===== src/ddr3_config.svh =====
`ifndef DDR3_CONFIG_SVH
`define DDR3_CONFIG_SVH

// ****************************************
// memory application port geometry
// ****************************************

// data bits carried by one burst
`define DDR3_DATA_W 128

// byte-free address seen by the memory core
`define DDR3_APP_ADDR_W 27

// index of a 128-bit burst, before scaling to app address units
`define DDR3_BURST_ADDR_W 23

// ****************************************
// sequencing constants
// ****************************************

// width of the read burst count
`define DDR3_BURST_CNT_W 24

// eight 16-bit beats per burst
`define DDR3_ADDR_STEP 8

// flops on the acq_enabled level
`define DDR3_SYNC_STAGES 2

`endif


===== src/ddr3_pkg.sv =====
`default_nettype none

`include "ddr3_config.svh"

package ddr3_pkg;

    // ****************************************
    // application command codes
    // ****************************************

    // encoding as decoded by the memory core
    // other codes unused by this front end
    typedef enum logic [2:0] {
        APP_CMD_WRITE = 3'd0,
        APP_CMD_READ  = 3'd1
    } app_cmd_e;

    // ****************************************
    // command bundle
    // ****************************************

    // one command, requester to arbiter and arbiter to memory
    // code in the upper bits, address below
    typedef struct packed {
        app_cmd_e                    cmd;
        logic [`DDR3_APP_ADDR_W-1:0] addr;
    } app_cmd_t;

    // ****************************************
    // read FIFO entry
    // ****************************************

    // one returned burst plus the end-of-run marker
    // last sits in bit 0
    typedef struct packed {
        logic [`DDR3_DATA_W-1:0] data;
        logic                    last;
    } rd_beat_t;

endpackage

`default_nettype wire


===== src/ddr3_wr_control.sv =====
`default_nettype none

`include "ddr3_config.svh"

module ddr3_wr_control (
    input  wire logic                    ddr3_domain_clk,
    input  wire logic                    rst_n,
    // sample FIFO
    input  wire logic                    ddr3_wr_fifo_empty,
    input  wire logic [`DDR3_DATA_W-1:0] ddr3_wr_fifo_dat,
    output logic                         ddr3_wr_fifo_rd_en,
    // command request toward the arbiter
    output logic                         wr_req,
    output ddr3_pkg::app_cmd_t           wr_cmd,
    input  wire logic                    wr_grant,
    // write data channel
    output logic [`DDR3_DATA_W-1:0]      app_wdf_data,
    output logic                         app_wdf_wren,
    output logic                         app_wdf_end,
    input  wire logic                    app_wdf_rdy
);

    typedef enum logic [1:0] {
        ST_IDLE,
        ST_POP,
        ST_CAPTURE,
        ST_ISSUE
    } wr_state_e;

    wr_state_e                   state;
    logic                        cmd_done;
    logic                        data_done;
    logic                        cmd_fin;
    logic                        data_fin;
    logic [`DDR3_APP_ADDR_W-1:0] wr_addr;
    logic [`DDR3_DATA_W-1:0]     data_q;

    // request and data strobe only while a word is in flight
    assign wr_req       = (state == ST_ISSUE) && !cmd_done;
    assign app_wdf_wren = (state == ST_ISSUE) && !data_done;
    // single-beat bursts, end with every write
    assign app_wdf_end  = app_wdf_wren;
    assign app_wdf_data = data_q;
    assign wr_cmd       = '{cmd: ddr3_pkg::APP_CMD_WRITE, addr: wr_addr};

    // completion seen now or earlier
    assign cmd_fin  = cmd_done || wr_grant;
    assign data_fin = data_done || (app_wdf_wren && app_wdf_rdy);

    // ****************************************
    // word sequencer
    // ****************************************
    always_ff @(posedge ddr3_domain_clk or negedge rst_n) begin
        if (!rst_n) begin
            state              <= ST_IDLE;
            ddr3_wr_fifo_rd_en <= 1'b0;
            cmd_done           <= 1'b0;
            data_done          <= 1'b0;
            wr_addr            <= '0;
        end else begin
            // rd_en is a one-cycle pulse
            ddr3_wr_fifo_rd_en <= 1'b0;
            case (state)
                ST_IDLE: begin
                    if (!ddr3_wr_fifo_empty) begin
                        ddr3_wr_fifo_rd_en <= 1'b1;
                        state              <= ST_POP;
                    end
                end
                // fifo updates its output on this edge
                ST_POP: state <= ST_CAPTURE;
                ST_CAPTURE: state <= ST_ISSUE;
                ST_ISSUE: begin
                    if (cmd_fin && data_fin) begin
                        // both halves accepted, next burst address
                        cmd_done  <= 1'b0;
                        data_done <= 1'b0;
                        wr_addr   <= wr_addr + `DDR3_APP_ADDR_W'(`DDR3_ADDR_STEP);
                        state     <= ST_IDLE;
                    end else begin
                        cmd_done  <= cmd_fin;
                        data_done <= data_fin;
                    end
                end
                default: state <= ST_IDLE;
            endcase
        end
    end

    // holding register for the popped word
    always_ff @(posedge ddr3_domain_clk) begin
        if (state == ST_CAPTURE) begin
            data_q <= ddr3_wr_fifo_dat;
        end
    end

    // emptiness was sampled a cycle before the pulse
    a_no_pop_when_empty: assert property (
        @(posedge ddr3_domain_clk) disable iff (!rst_n)
        ddr3_wr_fifo_rd_en |-> !ddr3_wr_fifo_empty
    );

endmodule

`default_nettype wire


===== src/ddr3_cmd_arbiter.sv =====
`default_nettype none

`include "ddr3_config.svh"

module ddr3_cmd_arbiter (
    input  wire logic               ddr3_domain_clk,
    input  wire logic               rst_n,
    // acquisition mode as an asynchronous level
    input  wire logic               acq_enabled,
    // write requester
    input  wire logic               wr_req,
    input  wire ddr3_pkg::app_cmd_t wr_cmd,
    output logic                    wr_grant,
    // read requester
    input  wire logic               rd_req,
    input  wire ddr3_pkg::app_cmd_t rd_cmd,
    output logic                    rd_grant,
    // application command port
    output ddr3_pkg::app_cmd_t      app_cmd,
    output logic                    app_en,
    input  wire logic               app_rdy
);

    logic [`DDR3_SYNC_STAGES-1:0] acq_sync;
    logic                         acq_wr_sel;
    logic                         slot_free;
    logic                         take_cmd;

    // ****************************************
    // acq_enabled synchronizer
    // ****************************************

    // shift chain with the oldest sample at the top
    always_ff @(posedge ddr3_domain_clk or negedge rst_n) begin
        if (!rst_n) begin
            acq_sync <= '0;
        end else begin
            acq_sync <= {acq_sync[`DDR3_SYNC_STAGES-2:0], acq_enabled};
        end
    end

    // writes own the port during acquisition and reads own it otherwise
    assign acq_wr_sel = acq_sync[`DDR3_SYNC_STAGES-1];

    // ****************************************
    // request selection
    // ****************************************

    // slot can load when empty or leaving this cycle
    assign slot_free = !app_en || app_rdy;

    // only the mode-selected side can ever win
    assign wr_grant = slot_free && acq_wr_sel && wr_req;
    assign rd_grant = slot_free && !acq_wr_sel && rd_req;
    assign take_cmd = wr_grant || rd_grant;

    // ****************************************
    // one-deep command slot
    // ****************************************

    // valid flag holds under back-pressure
    always_ff @(posedge ddr3_domain_clk or negedge rst_n) begin
        if (!rst_n) begin
            app_en <= 1'b0;
        end else if (slot_free) begin
            app_en <= take_cmd;
        end
    end

    // command contents load only on a grant
    always_ff @(posedge ddr3_domain_clk) begin
        if (wr_grant) begin
            app_cmd <= wr_cmd;
        end else if (rd_grant) begin
            app_cmd <= rd_cmd;
        end
    end

    // memory sees a steady command until it takes it
    a_cmd_hold: assert property (
        @(posedge ddr3_domain_clk) disable iff (!rst_n)
        (app_en && !app_rdy) |=> (app_en && $stable(app_cmd))
    );

    // write requester keeps its command steady until granted
    a_wr_req_hold: assert property (
        @(posedge ddr3_domain_clk) disable iff (!rst_n)
        (wr_req && !wr_grant) |=> (wr_req && $stable(wr_cmd))
    );

endmodule

`default_nettype wire


===== src/ddr3_rd_control.sv =====
`default_nettype none

`include "ddr3_config.svh"

module ddr3_rd_control (
    input  wire logic                         ddr3_domain_clk,
    input  wire logic                         rst_n,
    // run setup from the readout logic
    input  wire logic [`DDR3_BURST_ADDR_W-1:0] ddr3_rd_start_addr,
    input  wire logic [`DDR3_BURST_CNT_W-1:0]  ddr3_rd_burst_cnt,
    input  wire logic                         enable_reading,
    output logic                              reading_done,
    // command request toward the arbiter
    output logic                              rd_req,
    output ddr3_pkg::app_cmd_t                rd_cmd,
    input  wire logic                         rd_grant,
    // returned data from memory
    input  wire logic [`DDR3_DATA_W-1:0]      app_rd_data,
    input  wire logic                         app_rd_data_valid,
    // read FIFO
    output logic                              ddr3_rd_fifo_wr_en,
    output ddr3_pkg::rd_beat_t                ddr3_rd_fifo_beat,
    input  wire logic                         ddr3_rd_fifo_almost_full
);

    logic [`DDR3_APP_ADDR_W-1:0]  rd_addr;
    logic [`DDR3_BURST_CNT_W-1:0] req_left;
    logic [`DDR3_BURST_CNT_W-1:0] burst_total;
    logic [`DDR3_BURST_CNT_W-1:0] beat_cnt;
    logic [`DDR3_BURST_CNT_W-1:0] beat_next;
    logic                         last_hit;

    // ****************************************
    // request side
    // ****************************************

    // stop asking while the FIFO is near full
    assign rd_req = (req_left != '0) && !ddr3_rd_fifo_almost_full;
    assign rd_cmd = '{cmd: ddr3_pkg::APP_CMD_READ, addr: rd_addr};

    // address generator and remaining-burst counter
    always_ff @(posedge ddr3_domain_clk or negedge rst_n) begin
        if (!rst_n) begin
            rd_addr  <= '0;
            req_left <= '0;
        end else if (enable_reading) begin
            // burst index scaled to app address units
            rd_addr  <= `DDR3_APP_ADDR_W'(ddr3_rd_start_addr)
                        * `DDR3_APP_ADDR_W'(`DDR3_ADDR_STEP);
            req_left <= ddr3_rd_burst_cnt;
        end else if (rd_grant) begin
            rd_addr  <= rd_addr + `DDR3_APP_ADDR_W'(`DDR3_ADDR_STEP);
            req_left <= req_left - `DDR3_BURST_CNT_W'(1);
        end
    end

    // ****************************************
    // return side
    // ****************************************

    // one-based index of the beat now arriving
    assign beat_next = beat_cnt + `DDR3_BURST_CNT_W'(1);
    assign last_hit  = app_rd_data_valid && (beat_next == burst_total);

    // beat counter, run length and done flag
    always_ff @(posedge ddr3_domain_clk or negedge rst_n) begin
        if (!rst_n) begin
            burst_total  <= '0;
            beat_cnt     <= '0;
            reading_done <= 1'b0;
        end else if (enable_reading) begin
            burst_total  <= ddr3_rd_burst_cnt;
            beat_cnt     <= '0;
            reading_done <= 1'b0;
        end else if (app_rd_data_valid) begin
            beat_cnt <= beat_next;
            // rises with the final FIFO write, sticks until next run
            if (last_hit) begin
                reading_done <= 1'b1;
            end
        end
    end

    // write strobe of the output stage
    always_ff @(posedge ddr3_domain_clk or negedge rst_n) begin
        if (!rst_n) begin
            ddr3_rd_fifo_wr_en <= 1'b0;
        end else begin
            ddr3_rd_fifo_wr_en <= app_rd_data_valid;
        end
    end

    // data and last marker, one cycle behind valid
    always_ff @(posedge ddr3_domain_clk) begin
        if (app_rd_data_valid) begin
            ddr3_rd_fifo_beat <= '{data: app_rd_data, last: last_hit};
        end
    end

    // memory returns no more beats than were requested
    a_no_extra_beat: assert property (
        @(posedge ddr3_domain_clk) disable iff (!rst_n)
        app_rd_data_valid |-> (beat_cnt < burst_total)
    );

endmodule

`default_nettype wire


===== src/ddr3_intf.sv =====
`default_nettype none

`include "ddr3_config.svh"

module ddr3_intf (
    input  wire logic                          ddr3_domain_clk,
    input  wire logic                          rst_n,
    // acquisition mode level
    input  wire logic                          acq_enabled,
    // sample FIFO, write path
    input  wire logic                          ddr3_wr_fifo_empty,
    input  wire logic [`DDR3_DATA_W-1:0]       ddr3_wr_fifo_dat,
    output logic                               ddr3_wr_fifo_rd_en,
    // readout control
    input  wire logic [`DDR3_BURST_ADDR_W-1:0] ddr3_rd_start_addr,
    input  wire logic [`DDR3_BURST_CNT_W-1:0]  ddr3_rd_burst_cnt,
    input  wire logic                          enable_reading,
    output logic                               reading_done,
    // read FIFO
    output logic                               ddr3_rd_fifo_wr_en,
    output ddr3_pkg::rd_beat_t                 ddr3_rd_fifo_beat,
    input  wire logic                          ddr3_rd_fifo_almost_full,
    // application port, command
    output ddr3_pkg::app_cmd_t                 app_cmd,
    output logic                               app_en,
    input  wire logic                          app_rdy,
    // application port, write data
    output logic [`DDR3_DATA_W-1:0]            app_wdf_data,
    output logic                               app_wdf_wren,
    output logic                               app_wdf_end,
    input  wire logic                          app_wdf_rdy,
    // application port, read data
    input  wire logic [`DDR3_DATA_W-1:0]       app_rd_data,
    input  wire logic                          app_rd_data_valid
);

    // requester to arbiter links
    logic               wr_req;
    ddr3_pkg::app_cmd_t wr_cmd;
    logic               wr_grant;
    logic               rd_req;
    ddr3_pkg::app_cmd_t rd_cmd;
    logic               rd_grant;

    // ****************************************
    // write path
    // ****************************************
    ddr3_wr_control u_wr_control (
        .ddr3_domain_clk    (ddr3_domain_clk),
        .rst_n              (rst_n),
        .ddr3_wr_fifo_empty (ddr3_wr_fifo_empty),
        .ddr3_wr_fifo_dat   (ddr3_wr_fifo_dat),
        .ddr3_wr_fifo_rd_en (ddr3_wr_fifo_rd_en),
        .wr_req             (wr_req),
        .wr_cmd             (wr_cmd),
        .wr_grant           (wr_grant),
        .app_wdf_data       (app_wdf_data),
        .app_wdf_wren       (app_wdf_wren),
        .app_wdf_end        (app_wdf_end),
        .app_wdf_rdy        (app_wdf_rdy)
    );

    // ****************************************
    // shared command slot
    // ****************************************
    ddr3_cmd_arbiter u_cmd_arbiter (
        .ddr3_domain_clk (ddr3_domain_clk),
        .rst_n           (rst_n),
        .acq_enabled     (acq_enabled),
        .wr_req          (wr_req),
        .wr_cmd          (wr_cmd),
        .wr_grant        (wr_grant),
        .rd_req          (rd_req),
        .rd_cmd          (rd_cmd),
        .rd_grant        (rd_grant),
        .app_cmd         (app_cmd),
        .app_en          (app_en),
        .app_rdy         (app_rdy)
    );

    // ****************************************
    // read path
    // ****************************************
    ddr3_rd_control u_rd_control (
        .ddr3_domain_clk          (ddr3_domain_clk),
        .rst_n                    (rst_n),
        .ddr3_rd_start_addr       (ddr3_rd_start_addr),
        .ddr3_rd_burst_cnt        (ddr3_rd_burst_cnt),
        .enable_reading           (enable_reading),
        .reading_done             (reading_done),
        .rd_req                   (rd_req),
        .rd_cmd                   (rd_cmd),
        .rd_grant                 (rd_grant),
        .app_rd_data              (app_rd_data),
        .app_rd_data_valid        (app_rd_data_valid),
        .ddr3_rd_fifo_wr_en       (ddr3_rd_fifo_wr_en),
        .ddr3_rd_fifo_beat        (ddr3_rd_fifo_beat),
        .ddr3_rd_fifo_almost_full (ddr3_rd_fifo_almost_full)
    );

endmodule

`default_nettype wire


===== config.mk =====
export PLATFORM = sky130hd
export DESIGN_NAME = ddr3_intf
export DESIGN_NICKNAME = d
export VERILOG_FILES = /design/src/ddr3_pkg.sv /design/src/ddr3_wr_control.sv /design/src/ddr3_cmd_arbiter.sv /design/src/ddr3_rd_control.sv /design/src/ddr3_intf.sv
export VERILOG_INCLUDE_DIRS = /design/src
export SDC_FILE = /design/constraint.sdc
export NUM_CORES = 1
export LEC_CHECK = 0
export ABC_AREA = 1
export BUFFER_PORTS_ARGS = -buffer_cell sky130_fd_sc_hd__buf_2
export CORE_AREA = 2 2 238 240
export CTS_BUF_LIST = sky130_fd_sc_hd__clkbuf_4 sky130_fd_sc_hd__clkbuf_8
export CTS_CLUSTER_DIAMETER = 100
export DETAILED_ROUTE_END_ITERATION = 8
export DIE_AREA = 0 0 240 242
export HOLD_SLACK_MARGIN = 0.08
export PLACE_DENSITY = 0.63
export SLEW_MARGIN = 40
export SYNTH_ARGS = -nofsm -noshare
export SYNTH_HDL_FRONTEND = slang
export SYNTH_SLANG_ARGS = --single-unit

===== constraint.sdc =====
create_clock -name ddr3_domain_clk -period 7.8 [get_ports ddr3_domain_clk]
set_input_delay 0.39 -clock ddr3_domain_clk [delete_from_list [all_inputs] [get_ports ddr3_domain_clk]]
set_output_delay 0.39 -clock ddr3_domain_clk [all_outputs]
set_load 0.005 [all_outputs]

# Word level (Yosys, flattened, before mapping)
# Cells that the tools add are included.
[word_totals] output_inout_bits=293 inputBits=312 elab_cells=74 regBits=421
[op_classes] n_reduce_logical=28 n_addsub=4 n_mux=18 eq_ne=6
[ops] op="$mux W27" n=4
[ops] op="$mux W24" n=4
[ops] op="$add A27 B4 Y27 const B" n=2
[ops] op="$add A24 B1 Y24 const B" n=1
[ops] op="$eq A24 B24 Y1" n=1
[ops] op="$reduce_bool A24 Y1" n=1
[ops] op="$sub A24 B1 Y24 const B" n=1
[ops] op="$logic_and A1 B1 Y1" n=10
[ops] op="$pmux W2 S4" n=1
[ops] op="$reduce_bool A2 Y1" n=4
[ops] op="$mux W1" n=7
[ops] op="$reduce_and A2 Y1" n=3
[ops] op="$logic_not A1 Y1" n=5
[ops] op="$eq A2 B2 Y1 const B" n=2
[ops] op="$logic_or A1 B1 Y1" n=4
[ops] op="$mux W2" n=2
[ops] op="$ne A2 B2 Y1 const B" n=2
[ops] op="$eq A2 B1 Y1 const B" n=1
[ops] op="$logic_not A2 Y1" n=1

# Depth between registers and ports, before layout
[depth] ltp_word=8 ltp_mapped=15 mapped_depth_nobuf=15

# Hierarchy
# A second synthesis with hierarchy kept.
[hier_totals] cells_unflattened=1428 hier_area_um2=16905.0
[by_module_without_submodules] module="ddr3_rd_control" n_inst=1 cells_per_inst=925 seq_area_each_um2=6326.1 area_per_inst_um2=9784.4
[by_module_without_submodules] module="ddr3_wr_control" n_inst=1 cells_per_inst=359 seq_area_each_um2=4569.4 area_per_inst_um2=5632.9
[by_module_without_submodules] module="ddr3_cmd_arbiter" n_inst=1 cells_per_inst=144 seq_area_each_um2=975.9 area_per_inst_um2=1487.7

# Least setup slack after synthesis
# Ideal clock, no wire load.
[synth_timing] kind="register to register" start="reg u_wr_control.state[0]" end="reg u_wr_control.data_q[0] (netlist: u_wr_control.app_wdf_data[0]), enable pin" period_less_slack_ns=4.011 slack_ns=3.789 path_stages_with_launch=3 setup_time_ns=0.504 path_buffers=0 required_time_ns=7.296 t_arrival_ns=3.507 path_cell_list="dfrtp_1 > inv_1 > ha_1"
[synth_via] elab_chain_len=1
[synth_lines] element="from (decl)" line_no="ddr3_wr_control.sv:30" text="wr_state_e state;"
[synth_lines] element="from (signal assigned)" line_no="ddr3_wr_control.sv:55" text="state <= ST_IDLE;"
[synth_lines] element="from (signal assigned)" line_no="ddr3_wr_control.sv:67" text="state <= ST_POP;"
[synth_lines] element="from (signal assigned)" line_no="ddr3_wr_control.sv:71" text="ST_POP: state <= ST_CAPTURE;"
[synth_lines] element="$eq A2 B2 Y1" line_no="ddr3_wr_control.sv:92" text="if (state == ST_CAPTURE) begin"
[synth_lines] element="to (signal assigned)" line_no="ddr3_wr_control.sv:93" text="data_q <= ddr3_wr_fifo_dat;"
[synth_lines] element="to (decl)" line_no="ddr3_wr_control.sv:36" text="logic [`DDR3_DATA_W-1:0] data_q;"
# Every way passes these cells.
# A chain may end at the register's enable or synchronous reset.

# Worst setup path in the final report
[layout_timing] start="reg u_rd_control.req_left[0]" end="reg u_rd_control.rd_addr[21]"
[layout_via] elab_chain_len=4
[layout_lines] element="from (decl)" line_no="ddr3_rd_control.sv:27" text="logic [`DDR3_BURST_CNT_W-1:0] req_left;"
[layout_lines] element="from (signal assigned)" line_no="ddr3_rd_control.sv:50" text="req_left <= ddr3_rd_burst_cnt;"
[layout_lines] element="from (signal assigned)" line_no="ddr3_rd_control.sv:53" text="req_left <= req_left - `DDR3_BURST_CNT_W'(1);"
[layout_lines] element="$reduce_bool A24 Y1" line_no="ddr3_rd_control.sv:38" text="assign rd_req = (req_left != '0) && !ddr3_rd_fifo_almost_full;"
[layout_lines] element="$logic_and A1 B1 Y1" line_no="ddr3_rd_control.sv:38"
[layout_lines] element="$logic_and A1 B1 Y1" line_no="ddr3_cmd_arbiter.sv:54" text="assign rd_grant = slot_free && !acq_wr_sel && rd_req;"
[layout_lines] element="$reduce_bool A2 Y1 (no line)"
[layout_lines] element="to (signal assigned)" line_no="ddr3_rd_control.sv:48" text="rd_addr <= `DDR3_APP_ADDR_W'(ddr3_rd_start_addr)"
[layout_lines] element="to (signal assigned)" line_no="ddr3_rd_control.sv:52" text="rd_addr <= rd_addr + `DDR3_APP_ADDR_W'(`DDR3_ADDR_STEP);"
[layout_lines] element="to (decl)" line_no="ddr3_rd_control.sv:26" text="logic [`DDR3_APP_ADDR_W-1:0] rd_addr;"
# Every way passes these cells.

==> summary.md <==
| Metric | Value |
|---|---|
| Compound-Gate Fraction of Synth Area | `under 10%` |
| GP Congestion | `a little over 0.9` |
| Fill cell count | `a little over 5000` |
| Die H | `roughly 240 microns` |
| Psw | `around 1.8 mW` |
| Number of port buffers | `~600` |
| Worst slew pin tran | `between 800 and 900 ps` |
| Clk pwr share | `about 34%` |
| Commonest non-fill, non-tap cells in the layout | `buf_2 (597), nand2_1 (331), dlygate4sd3_1 (307)` |
| Largest cells by area after synthesis | `edfxtp_1 (52%), dfrtp_1 (20%), nand2_1 (7.6%), inv_1 (2.9%), xor2_1 (2.7%)` |
| Synth Area in XOR/XNOR | `approximately 3.3%` |
| Number of global-route vias before repair | `approximately 15000` |
| Die W | `about 240 microns` |
| Hold WS | `approximately 160 ps` |
| Leakage | `approximately 11 nW` |
| Post-synthesis sequential area ratio | `a little under three quarters` |
| CP endpoint kind | `flop` |
| Cells after Synth | `1354` |
| Detailed-route via count | `~14000` |
| Initial antenna violation count | `8` |
| 1st-iter DRT viols | `869` |
| Worst VDD drop | `~0.28 mV` |
| Synth Flop Type | `edfxtp_1` |
| Simple-gate area share of the yosys netlist | `around 16%` |
| Mux cell area share after synthesis | `0%` |
| Mapped Avg Cell Area | `between 10 and 15 sq um` |
| Die ar. | `slightly below 60000 sq um` |
| Global-route usage over all layers | `19.3%` |
| Antenna-violating nets left | `0` |
| Int Power | `between 4 and 5 mW` |
| Clock Path Buffers | `3` |
| Largest area contributor in the netlist | `edfxtp_1` |
| Required time worst endpoint | `8290 ps` |
| Status | `finished, final reports clean` |
| Hpwl dp | `~40000 microns` |
| Clock transition at the registers of the reported paths | `approximately 60 ps` |
| Inserted Clock Buffers | `75` |
| Layout Cells excl Fill | `~3100` |
| Setup Fix Bufs, Post-CTS | `0` |
| Fraction of power consumed by sequential logic | `about 47%` |
| Setup TNS Final | `0 ps` |
| Worst EP arrival | `between 3000 and 4000 ps` |
| Clock sink total | `around 400` |
| Sw Ratio | `slightly below 30%` |
| Vias per cell | `around 4.5` |
| Area of the multi-input gates | `between 4000 and 5000 sq um` |
| FF+latch area | `around 12000 sq um` |
| Post-CTS Hold Buffers | `307` |
| CTS root buffer | `clkbuf_8` |
| Main combinational cell family by area after synthesis | `simple AND/OR/NAND/NOR gates` |
| Total wire length | `approximately 60000 microns` |
| Final hold viol count | `0` |
| Power Density | `between 200 and 300 nW/um^2` |
| RSZ-0062 raised after global routing | `false` |
| Area Overhead vs Synth | `52.1%` |
| Global-route wire length before repair | `84400 microns` |
| Largest net degree at the start of global routing | `between 70 and 80` |
| Pre-antenna DRT Iters | `5` |
| Core area | `about 56000 sq um` |
| Max Clock Skew | `between 30 and 40 ps` |
| EDFF count, synth | `about 280` |
| Drt drc | `0` |
| Std cell rows | `87` |
| Min-delay worst type | `in2reg` |
| Clock Latency Late Sink | `around 650 ps` |
| Overall Power | `approximately 6.3 mW` |
| Max-slew headroom | `a little under half` |
| Final setup vio count | `0` |
| Placed insts | `about 2700` |
| Critical Path Fanout Max | `27` |
| Kind of critical path | `reg2reg` |
| I/O pins | `approximately 610` |
| Final min period | `between 2000 and 3000 ps` |
| Post-synthesis register bit count | `412` |
| Ys async rst share | `approximately a third` |
| H-tree depth | `3` |
| Period utilization | `35.9%` |
| Cell Area, Synth | `16400 sq um` |
| Nets | `~2600` |
| Max Slew Vio Count | `0` |
| Yosys top cell area share | `roughly half` |
| Post_cts resized | `0` |
| Comb power frac | `18.6%` |
| Crit path launch type | `flop` |
| Synth cell types | `46` |
| Max Cap Viol | `0` |
| Layout cells sized above 1 | `roughly a third` |
| Most common cell after layout, fill and taps aside | `buf_2` |
| Yosys warning count | `0` |
| Fmax | `between 300 and 400 MHz` |
| Aggregate global routing overflow | `0` |
| WL/cell | `~19 microns` |
| CTS tree | `yes` |
| Starting Density | `between 20% and 30%` |
| Synth Area in Adders | `less than 1%` |
[metrics by stage]
stage | cell area, sq um | util [%] | worst slack [ps]
floorplan | 16400 | - | 3790
global placement | 20200 | 36.3 | 4840
detailed placement | 20200 | 36.3 | 4830
CTS | 24900 | 44.6 | 4980
global route | 24900 | 44.7 | 4820
finish | 24900 | 44.7 | 5000
[power groups by stage]
stage / sequential, mW / combinational (mW) / clock (mW)
floorplan: 3.06 / 0.393 / 0
global placement: 3.01 / 1.01 / 0
detailed placement: 3.02 / 1.03 / 0
CTS: 2.99 / 1.16 / 2.22
global route: 3.02 / 1.27 / 2.33
finish: 2.99 / 1.17 / 2.15
[logic make-up after synthesis]
family          count (synthesis)
simple gates                  579
other cells                     1
xor+xnor                       61
compound gates                129
buf+inv                       164
flops                         412
fa+ha+maj                       8
[sequential cells by signal, summed over array words and instances, names as in the netlist, 2 cells and up]
signal                          count
u_rd_control.req_left              24
u_rd_control.beat_cnt              24
u_rd_control.burst_total           24
u_wr_control.app_wdf_data         128
u_wr_control.wr_addr               24
u_cmd_arbiter.app_cmd              25
u_rd_control.ddr3_rd_fifo_beat    129
u_cmd_arbiter.acq_sync              2
u_rd_control.rd_addr               24
u_wr_control.state                  2
[cell usage after synthesis (2+ instances only)]
| master | n |
|---|---|
| inv_2 | 6 |
| nor2_2 | 5 |
| ha_1 | 8 |
| o221ai_1 | 5 |
| xnor2_1 | 11 |
| dfrtp_1 | 130 |
| o21ai_1 | 2 |
| nor2_1 | 82 |
| o21ai_0 | 68 |
| o211ai_1 | 26 |
| nand2_2 | 5 |
| o21bai_1 | 3 |
| inv_1 | 128 |
| nand3_2 | 3 |
| nand4_1 | 18 |
| nor4_1 | 5 |
| o22ai_1 | 14 |
| buf_4 | 6 |
| xor2_1 | 50 |
| nor3_1 | 16 |
| edfxtp_1 | 281 |
| nand2_4 | 4 |
| buf_6 | 3 |
| nand3b_1 | 2 |
| nand3_1 | 83 |
| a21oi_1 | 7 |
| nor2_4 | 7 |
| a31oi_1 | 2 |
| and3_1 | 2 |
| clkbuf_1 | 15 |
| nor3b_1 | 2 |
| nor3_2 | 5 |
| nand2_1 | 333 |
| buf_2 | 5 |
[worst max-delay path: stages (launching register included)]
cell and delay, ps:
dfrtp_1 360, inv_1 60, ha_1 230, nand2_1 90, nor2_2 60, nand4_1 170
nand2b_1 270, nand2_4 130, nand2_2 390, clkinv_2 470, nand2_1 170, nand2_1 60
o21bai_1 140
[final cells by class]
class	instances	share of cell area, %
clock buffers	102	5.06
flip-flops and latches	412	47.0
well taps	756	3.80
repair buffers	912	24.7
clock inverters	34	1.15
multi-input cells	782	16.2
inverters	135	2.04
diodes	6	0.0603
[per-layer routing]
metal | GRT usage, % | up-vias | routed length [microns]
met1 | 23.2 | 6811 | 23100
met5 | 0 | - | 0
met4 | 6.89 | 0 | 1390
met3 | 5.09 | 100 | 4760
li1 | - | 6562 | -
met2 | 33.2 | 597 | 29100
[final timing paths]
kind | startpoint | to | slack (ps) | depth (start not counted)
min in group asynchronous | rst_n | u_wr_control.wr_addr[12]$_DFFE_PN0P_ | 290 | 2
worst max register to register | u_rd_control.req_left[0]$_DFFE_PN0N_ | u_rd_control.rd_addr[21]$_DFFE_PN0N_ | 5000 | 12
worst max-delay path | u_rd_control.req_left[0]$_DFFE_PN0N_ | u_rd_control.rd_addr[21]$_DFFE_PN0N_ | 5000 | 12
worst min-delay path | ddr3_rd_fifo_almost_full | u_cmd_arbiter.app_en$_DFFE_PN0N_ | 160 | 4
max in group asynchronous | rst_n | u_rd_control.beat_cnt[8]$_DFFE_PN0P_ | 6390 | 3
worst min register to register | u_cmd_arbiter.acq_sync[0]$_DFF_PN0_ | u_cmd_arbiter.acq_sync[1]$_DFF_PN0_ | 350 | 0
Note: power is estimated with default switching activity, not from simulation.
